**src/hdl/mem_side_pkg.sv**
```systemverilog
`default_nettype none

package mem_side_pkg;

   // physical address width
   localparam int pa_width = 32;

   // log2 of the number of memory request tags
   localparam int lg_req_tags = 3;

   // one cache line of load or store data
   localparam int line_bits = 128;

   // memory port operations
   typedef enum logic [4:0]
   {
      mem_load_line  = 5'd0,
      mem_store_line = 5'd1,
      mem_load_word  = 5'd2,
      mem_store_word = 5'd3
   } mem_opcode_t;

   // flush sequencing
   typedef enum logic [2:0]
   {
      flush_idle       = 3'd0,
      wait_for_l1d_l1i = 3'd1,
      got_l1d          = 3'd2,
      got_l1i          = 3'd3,
      flush_l2         = 3'd4
   } flush_state_t;

   // one outbound request toward memory
   typedef struct packed
   {
      logic [pa_width-1:0]    addr;
      logic [lg_req_tags-1:0] tag;
      logic [line_bits-1:0]   data;
      mem_opcode_t            opcode;
   } mem_req_t;

endpackage

`default_nettype wire
```
**src/hdl/mem_side_top.sv**
```systemverilog
`timescale 1ns/1ps
`default_nettype none

module mem_side_top
   import mem_side_pkg::*;
#(
   // one extra bit over the tag space
   parameter int lg_queue_depth = lg_req_tags + 1
)
(
   input  logic                    clk,
   input  logic                    reset,

   // flush control
   input  logic                    flush_req_l1i,
   input  logic                    flush_req_l1d,
   input  logic                    l1i_flush_complete,
   input  logic                    l1d_flush_complete,
   input  logic                    l2_flush_complete,
   output logic                    in_flush_mode,
   output logic                    flush_l2,

   // request source
   input  logic                    req_valid,
   input  mem_req_t                req,
   output logic                    queue_full,

   // memory port
   output logic                    mem_req_valid,
   output mem_req_t                mem_req,
   input  logic                    mem_req_gnt,
   input  logic                    mem_rsp_valid,
   output logic [lg_queue_depth:0] inflight
);

   flush_sequencer i_flush_sequencer
   (
      .clk                (clk),
      .reset              (reset),
      .flush_req_l1i      (flush_req_l1i),
      .flush_req_l1d      (flush_req_l1d),
      .l1i_flush_complete (l1i_flush_complete),
      .l1d_flush_complete (l1d_flush_complete),
      .l2_flush_complete  (l2_flush_complete),
      .in_flush_mode      (in_flush_mode),
      .flush_l2           (flush_l2)
   );

   // outbound queue toward memory
   mem_req_queue
   #(
      .lg_queue_depth (lg_queue_depth)
   )
   i_mem_req_queue
   (
      .clk           (clk),
      .reset         (reset),
      .req_valid     (req_valid),
      .req           (req),
      .mem_req_gnt   (mem_req_gnt),
      .mem_rsp_valid (mem_rsp_valid),
      .queue_full    (queue_full),
      .mem_req_valid (mem_req_valid),
      .mem_req       (mem_req),
      .inflight      (inflight)
   );

endmodule

`default_nettype wire

```
**src/hdl/mem_req_queue.sv**
```systemverilog
`timescale 1ns/1ps
`default_nettype none

module mem_req_queue
   import mem_side_pkg::*;
#(
   parameter int lg_queue_depth = 4
)
(
   input  logic                    clk,
   input  logic                    reset,

   // request source pushes on every valid cycle
   input  logic                    req_valid,
   input  mem_req_t                req,

   // memory side
   input  logic                    mem_req_gnt,
   input  logic                    mem_rsp_valid,

   output logic                    queue_full,
   output logic                    mem_req_valid,
   output mem_req_t                mem_req,
   output logic [lg_queue_depth:0] inflight
);

   localparam int queue_depth = 1 << lg_queue_depth;

   // request storage
   mem_req_t q_mem [queue_depth];

   // pointers carry one extra wrap bit
   logic [lg_queue_depth:0] r_head_ptr;
   logic [lg_queue_depth:0] n_head_ptr;
   logic [lg_queue_depth:0] r_tail_ptr;
   logic [lg_queue_depth:0] n_tail_ptr;

   logic [lg_queue_depth-1:0] head_idx;
   logic [lg_queue_depth-1:0] tail_idx;

   logic [lg_queue_depth:0] r_inflight;
   logic [lg_queue_depth:0] n_inflight;

   logic q_empty;
   logic q_full;
   logic push;
   logic pop;

   assign head_idx = r_head_ptr[lg_queue_depth-1:0];
   assign tail_idx = r_tail_ptr[lg_queue_depth-1:0];

   assign q_empty = (r_head_ptr == r_tail_ptr);
   // same slot on a different lap
   assign q_full = (r_head_ptr[lg_queue_depth] != r_tail_ptr[lg_queue_depth]) &&
                   (head_idx == tail_idx);

   assign push = req_valid;
   assign pop = mem_req_gnt && !q_empty;

   always_comb
   begin
      n_head_ptr = r_head_ptr;
      n_tail_ptr = r_tail_ptr;

      if (push)
      begin
         n_tail_ptr = r_tail_ptr + 1'b1;
      end
      if (pop)
      begin
         n_head_ptr = r_head_ptr + 1'b1;
      end
   end

   always_ff @(posedge clk)
   begin
      if (reset)
      begin
         r_head_ptr <= '0;
         r_tail_ptr <= '0;
      end
      else
      begin
         r_head_ptr <= n_head_ptr;
         r_tail_ptr <= n_tail_ptr;
      end
   end

   always_ff @(posedge clk)
   begin
      if (push)
      begin
         q_mem[tail_idx] <= req;
      end
   end

   // outstanding transactions
   always_comb
   begin
      n_inflight = r_inflight;

      if (push && !mem_rsp_valid)
      begin
         n_inflight = r_inflight + 1'b1;
      end
      else if (!push && mem_rsp_valid)
      begin
         n_inflight = r_inflight - 1'b1;
      end
   end

   always_ff @(posedge clk)
   begin
      if (reset)
      begin
         r_inflight <= '0;
      end
      else
      begin
         r_inflight <= n_inflight;
      end
   end

   // head entry held until granted
   assign mem_req_valid = !q_empty;
   assign mem_req = q_mem[head_idx];

   assign queue_full = q_full;
   assign inflight = r_inflight;

endmodule

`default_nettype wire

```
**src/hdl/flush_sequencer.sv**
```systemverilog
`timescale 1ns/1ps
`default_nettype none

module flush_sequencer
   import mem_side_pkg::*;
(
   input  logic clk,
   input  logic reset,

   // single-cycle flush request pulses
   input  logic flush_req_l1i,
   input  logic flush_req_l1d,

   // completion pulses from the caches
   input  logic l1i_flush_complete,
   input  logic l1d_flush_complete,
   input  logic l2_flush_complete,

   output logic in_flush_mode,
   output logic flush_l2
);

   flush_state_t r_flush_state;
   flush_state_t n_flush_state;

   logic r_flush;
   logic n_flush;
   logic r_flush_l2;
   logic n_flush_l2;

   assign in_flush_mode = r_flush;
   assign flush_l2 = r_flush_l2;

   always_ff @(posedge clk)
   begin
      if (reset)
      begin
         r_flush_state <= flush_idle;
         r_flush <= 1'b0;
         r_flush_l2 <= 1'b0;
      end
      else
      begin
         r_flush_state <= n_flush_state;
         r_flush <= n_flush;
         r_flush_l2 <= n_flush_l2;
      end
   end

   always_comb
   begin
      n_flush_state = r_flush_state;
      n_flush = r_flush;
      // l2 command is a single pulse
      n_flush_l2 = 1'b0;

      case (r_flush_state)
         flush_idle:
         begin
            if (flush_req_l1i && flush_req_l1d)
            begin
               n_flush_state = wait_for_l1d_l1i;
               n_flush = 1'b1;
            end
            else if (flush_req_l1i)
            begin
               // no l1d flush asked so it counts as done
               n_flush_state = got_l1d;
               n_flush = 1'b1;
            end
            else if (flush_req_l1d)
            begin
               n_flush_state = got_l1i;
               n_flush = 1'b1;
            end
         end

         wait_for_l1d_l1i:
         begin
            if (l1d_flush_complete && l1i_flush_complete)
            begin
               n_flush_state = mem_side_pkg::flush_l2;
               n_flush_l2 = 1'b1;
            end
            else if (l1d_flush_complete)
            begin
               n_flush_state = got_l1d;
            end
            else if (l1i_flush_complete)
            begin
               n_flush_state = got_l1i;
            end
         end

         got_l1d:
         begin
            // only the icache is still pending
            if (l1i_flush_complete)
            begin
               n_flush_state = mem_side_pkg::flush_l2;
               n_flush_l2 = 1'b1;
            end
         end

         got_l1i:
         begin
            if (l1d_flush_complete)
            begin
               n_flush_state = mem_side_pkg::flush_l2;
               n_flush_l2 = 1'b1;
            end
         end

         mem_side_pkg::flush_l2:
         begin
            // flush mode ends with the l2
            if (l2_flush_complete)
            begin
               n_flush_state = flush_idle;
               n_flush = 1'b0;
            end
         end

         default:
         begin
            n_flush_state = flush_idle;
            n_flush = 1'b0;
         end
      endcase
   end

endmodule

`default_nettype wire

```
**config.mk**
```make
export PLATFORM = sky130hd
export DESIGN_NAME = mem_side_top
export DESIGN_NICKNAME = d
export VERILOG_FILES = /design/src/hdl/mem_side_pkg.sv /design/src/hdl/mem_side_top.sv /design/src/hdl/mem_req_queue.sv /design/src/hdl/flush_sequencer.sv
export SDC_FILE = /design/constraint.sdc
export NUM_CORES = 2
export LEC_CHECK = 0
export BUFFER_PORTS_ARGS = -buffer_cell sky130_fd_sc_hd__buf_2
export CAP_MARGIN = 20
export CORE_AREA = 4 4 470 472
export CTS_BUF_LIST = sky130_fd_sc_hd__clkbuf_16
export CTS_CLUSTER_DIAMETER = 120
export DETAILED_ROUTE_END_ITERATION = 16
export DIE_AREA = 0 0 474 476
export GPL_ROUTABILITY_DRIVEN = 0
export PLACE_DENSITY = 0.65
export REMOVE_ABC_BUFFERS = 1
export SYNTH_ARGS = -nofsm -noshare
export SYNTH_HDL_FRONTEND = slang
export SYNTH_HIERARCHICAL = 1
export SYNTH_SLANG_ARGS = --single-unit
```
**constraint.sdc**
```tcl
create_clock -name clk -period 5.8 [get_ports clk]
set_input_delay 1.16 -clock clk [delete_from_list [all_inputs] [get_ports clk]]
set_output_delay 1.16 -clock clk [all_outputs]
set_load 0.005 [all_outputs]
```
**Word-level counts from Yosys, hierarchy flattened**

Memories as Yosys holds them, arrays and structs flattened. A register that Yosys moved wholly into a read port is not among the register bits.
Cells that the tools add are included.

- Register bits: 20
- Bits in writable memories: 2,688
- Input bits: 178
- Output and inout port bits: 177
- Logic and storage cells: 63
- Memories kept: 1

Memory list:

| memory | depth | width | rd ports | clocked after Yosys merged registers in | write ports | RTL line | RTL |
|---|---|---|---|---|---|---|---|
| i_mem_req_queue.q_mem | 16 | 168 | 1 | 1 | 1 | mem_req_queue.sv:30 | `mem_req_t q_mem [queue_depth];` |

- $add $sub $neg: 4
- Equal/unequal tests: 12
- Mux-type cells: 25
- Bitwise logic cells: 1
- Reductions and logical operators: 14

Operator list:

| kind | count |
|---|---|
| 3-bit 2-to-1 mux | 9 |
| 5-bit by 1-bit adder with 5-bit output, second input constant | 3 |
| 3-bit one-hot mux with 5 select lines | 1 |
| 5-bit 2-to-1 mux | 2 |
| 1-bit 2-to-1 mux | 9 |
| 4-bit 2-to-1 mux | 2 |
| 4-bit by 3-bit inequality test with 1-bit output, second input constant | 2 |
| 3-bit by 2-bit equality test with 1-bit output, second input constant | 2 |
| 1-bit logical AND | 6 |
| 2-bit inequality test, second input constant | 3 |
| 1-bit one-hot mux with 3 select lines | 2 |
| 5-bit equality test | 1 |
| 5-bit AND reduction | 1 |
| 5-bit by 1-bit subtractor with 5-bit output, second input constant | 1 |
| 4-bit equality test | 1 |
| 3-bit by 1-bit equality test with 1-bit output, second input constant | 1 |
| 3-bit equality test, second input constant | 1 |
| 1-bit logical NOT | 3 |
| 3-bit logical NOT | 1 |
| 3-bit AND reduction | 1 |
| 3-bit OR reduction | 1 |
| 2-bit nonzero test | 1 |
| 1-bit inequality test | 1 |
| 1-bit NOT | 1 |

**Logic depth before layout (Yosys ltp)**

- Word-level depth: 5
- Depth in mapped cells: 8

**Cells and area by module**

The synthesis kept the hierarchy.

By module, submodules not included:

| module | instances | cells each | area each (um^2) |
|---|---|---|---|
| mem_req_queue | 1 | 4,242 | 101,188.3 |
| flush_sequencer | 1 | 39 | 342.8 |

**Least setup slack after synthesis**

Ideal clock, no wire load.

- Kind: input port to flip-flop
- Start: input req_valid
- End: memory i_mem_req_queue/q_mem[0][0] (netlist bit) (enable)
- Arrival time: 5,575 ps
- Data required time: 5,252 ps
- Setup slack: -323 ps
- Stages: 3
- Buffers on the path: 1
- Path through: clkbuf_1 -> nor3b_1 -> and2_1

- Word-level cells in the longest chain between the ends: 2

Ends and longest elaborated chain:

| element | RTL line | RTL |
|---|---|---|
| start: declaration | mem_side_top.sv:24 | `input logic req_valid,` |
| 1-bit 2-to-1 mux | mem_req_queue.sv:91 | `if (push)` |
| 1-bit 2-to-1 mux (implied by the code) | mem_req_queue.sv:93 | `q_mem[tail_idx] <= req;` |
| end: declaration | mem_req_queue.sv:30 |  |

Every way passes these cells.

==> flow_summary.json <==
{
  "outcome": "completed",
  "power_density_mw_per_mm2": 398.1,
  "cts_made_buffers": 296,
  "antenna_found_initial": 66,
  "fp.dieW_um": 474,
  "crit_end": "mem_req[155]",
  "p_leak_nw": 36.56,
  "rows": 171,
  "swShare": 0.2369,
  "tritoncts": "yes",
  "drive_gt1_frac": 0.3126,
  "grt_max_degree": 137,
  "grt_overflow": 0,
  "tightest_slew_ns": 1.103,
  "cp.arrival_ns": 3.76,
  "timing.hold.ws_ns": 0.5029,
  "reg2reg_to": "i_mem_req_queue/q_mem[10][94]",
  "synth_edf_count": 2688,
  "clock_path_buffers": 4,
  "start_kind": "register",
  "ctsResizeCount": 0,
  "p_comb_frac": 0.149,
  "grt_pass1_wl_um": 348200,
  "antenna_left": 0,
  "internal_power_mw": 35.39,
  "ys_seq_area_frac": 0.7997,
  "syn_to_final_growth_pct": 14.76,
  "start_util": 0.4689,
  "path_max_fanout": 61,
  "r2r-start": "i_mem_req_queue/r_tail_ptr[0]",
  "clkSinkCount": 2712,
  "maxSlewViolCount": 0,
  "ios": 355,
  "grt_pass1_vias": 49440,
  "final.period_utilization": 0.8480,
  "insertion_delay_ns": 0.95,
  "required_ns": 4.64,
  "netlist_area_mm2": 0.1015,
  "grt_usage": 0.2139,
  "hold_depth": 2,
  "criticalPathCategory": "register to primary output",
  "power_frac_seq": 0.475,
  "synth_flop_cell": "edfxtp_1",
  "clkSlewWorstSetupHoldPaths_ns": 0.06,
  "max_freq_ghz": 0.2033,
  "hold_viol_final": 0,
  "routed_wl_um": 241800,
  "total_power_mw": 46.38,
  "async_reset_ff_frac": 0,
  "place_ws_ns": 1.786,
  "cts_hold_buf": 0,
  "hp-class": "register to register",
  "synth-xor-area-share": 0.0009489,
  "synth_top_family_by_area": "multiplexers",
  "clock-skew-final_ns": 0.07142,
  "postCtsSetupRepairBufs": 0,
  "synth-simple-area-share": 0.01221,
  "synth_compound_gate_area_share": 0.02531,
  "switchingPower_mw": 10.99,
  "ys_types": 50,
  "dp_hpwl_um": 123400,
  "portBuffers": 354,
  "slew_headroom": 0.2649,
  "ys_ff_latch": 2712,
  "post_drt_wl_per_cell_um": 30.54,
  "r2r_slack_ns": 3.18,
  "rr_worst_depth": 4,
  "setup_tns_ns": 0,
  "htreeDepth": 5,
  "dieArea_mm2": 0.2256,
  "drtIter0Drc": 5285,
  "synthAdderAreaFrac": 0.001306,
  "post-route-util": 0.5381,
  "crit_path_end_kind": "primary output",
  "layout_commonest_cell": "edfxtp_1",
  "cap_violations": 0,
  "nNetsFinal": 5009,
  "period_needed_ns": 4.919,
  "cts_root_buffer": "clkbuf_16",
  "rsz0062_at_grt": "false",
  "core_mm2": 0.2165,
  "yosysWarnings": 6,
  "crit_chain": "buf_12, mux4_2, a22oi_1, nand2_1, buf_2",
  "ir_drop_mv": 0.2406,
  "cp_slowest_cell": "dfxtp_4",
  "mostFrequentLayoutCells": "2688 x edfxtp_1, 672 x mux4_2, 354 x buf_2",
  "max_stage_delay_ns": 0.83,
  "num_vias": 47700,
  "die_h_um": 476,
  "viasPerCell": 6.024,
  "final.fill_count": 16220,
  "setup_viol": 0,
  "drtPass1Iterations": 5,
  "pwr-share-clk": 0.376,
  "layout_setup_ws_ns": 0.8814,
  "drc": 0,
  "synthMuxAreaShare": 0.1496,
  "syn_inst": 4281,
  "avgSynthCellArea_um2": 23.72
}
-- through the flow --
step | cell area, um^2 | cells
3_5_place_dp | 107500 | 7376
6_report | 116500 | 7918
5_1_grt | 116400 | 7887
3_3_place_gp | 107400 | 7375
2_1_floorplan | 100500 | 4050
4_1_cts | 116400 | 7878
-- worst max-delay path, delay by kind of cell, from the launching register on --
family / cells / cell delay (ns)
AO/OA/AOI/OAI: 1 / 0.59
buffers and inverters: 2 / 0.64
flip-flops: 1 / 0.83
multiplexers: 1 / 0.58
AND/OR/NAND/NOR: 1 / 0.16
-- cell families (layout without fill, tap and decap cells) --
logic type               Yosys count  after routing
AND/OR/NAND/NOR                  277            277
XOR/XNOR                          11             11
other                              0             39
multiplexers                     677            677
buffers and inverters            239            983
adder cells (fa/ha/maj)           10             10
flip-flops                      2712           2712
AO/OA/AOI/OAI                    355            355
-- power groups by stage --
stage | Clock (mW) | Combinational (mW) | Sequential, mW
floorplan | 0 | 4.96 | 22.8
global placement | 0 | 7.02 | 22.4
detailed placement | 0 | 7.06 | 22.4
CTS | 17.8 | 7.07 | 22.0
global route | 18.7 | 7.49 | 22.0
finish | 17.4 | 6.92 | 22.0
-- registers in the layout, indices dropped and copies added, names as in the netlist, named ones only --
name / count
i_flush_sequencer/r_flush_state: 3
i_flush_sequencer/flush_l2: 1
i_mem_req_queue/r_tail_ptr: 5
i_mem_req_queue/q_mem: 2688
i_flush_sequencer/in_flush_mode: 1
i_mem_req_queue/inflight: 5
i_mem_req_queue/r_head_ptr: 5
-- metal layers --
metal / wire [um] / global-route usage / vias up
met1: 98600 / 0.2972 / 25750
met4: 5816 / 0.06171 / 32
met3: 20370 / 0.05640 / 417
met5: 207 / 0 / -
met2: 116800 / 0.3380 / 1932
li1: - / - / 19570
-- layout make-up --
type | instances | area, um^2 | area share
flip-flops and latches | 2712 | 81210 | 0.6970
multi-input cells | 1330 | 19300 | 0.1656
repair buffers | 473 | 3368 | 0.02891
clock buffers | 300 | 7507 | 0.06443
diodes | 39 | 97.59 | 0.0008376
well taps | 2854 | 3571 | 0.03065
inverters | 8 | 30.03 | 0.0002577
clock inverters | 202 | 1436 | 0.01233
-- how the worst min path moves through the flow --
stage,start,endpoint,slack [ns]
final,i_flush_sequencer/in_flush_mode,i_flush_sequencer/in_flush_mode,0.50
after CTS,l1i_flush_complete,i_flush_sequencer/r_flush_state[1],0.48
after global placement,i_mem_req_queue/r_head_ptr[4],i_mem_req_queue/r_head_ptr[4],0.48
after detailed placement,i_flush_sequencer/in_flush_mode,i_flush_sequencer/in_flush_mode,0.48
after global routing,l1d_flush_complete,i_flush_sequencer/flush_l2,0.53
after floorplan,i_mem_req_queue/r_head_ptr[4],i_mem_req_queue/r_head_ptr[4],0.46
-- synth_stat cells (3+ instances only) --
library cell	n	area, um^2
nand2_1	144	540.5
o22ai_1	82	513.0
nand2b_1	5	31.28
nor2b_1	7	43.79
or2_2	3	18.77
inv_1	8	30.03
a31oi_1	3	18.77
edfxtp_1	2688	80720
buf_4	7	52.55
nor3b_1	6	45.04
buf_1	40	150.1
buf_6	10	112.6
xnor2_1	7	61.31
clkbuf_1	93	349.1
xor2_1	4	35.03
mux2i_1	4	40.04
nor3_1	4	20.02
a21oi_1	5	25.02
mux4_2	672	15130
buf_2	80	400.4
a22oi_1	254	1907
dfxtp_1	24	480.5
and2_1	18	112.6
nand4_1	4	25.02
ha_1	9	112.6
nand3_1	9	45.04
nor2_1	62	232.7
No activity file was read; power rests on OpenSTA's default activity.
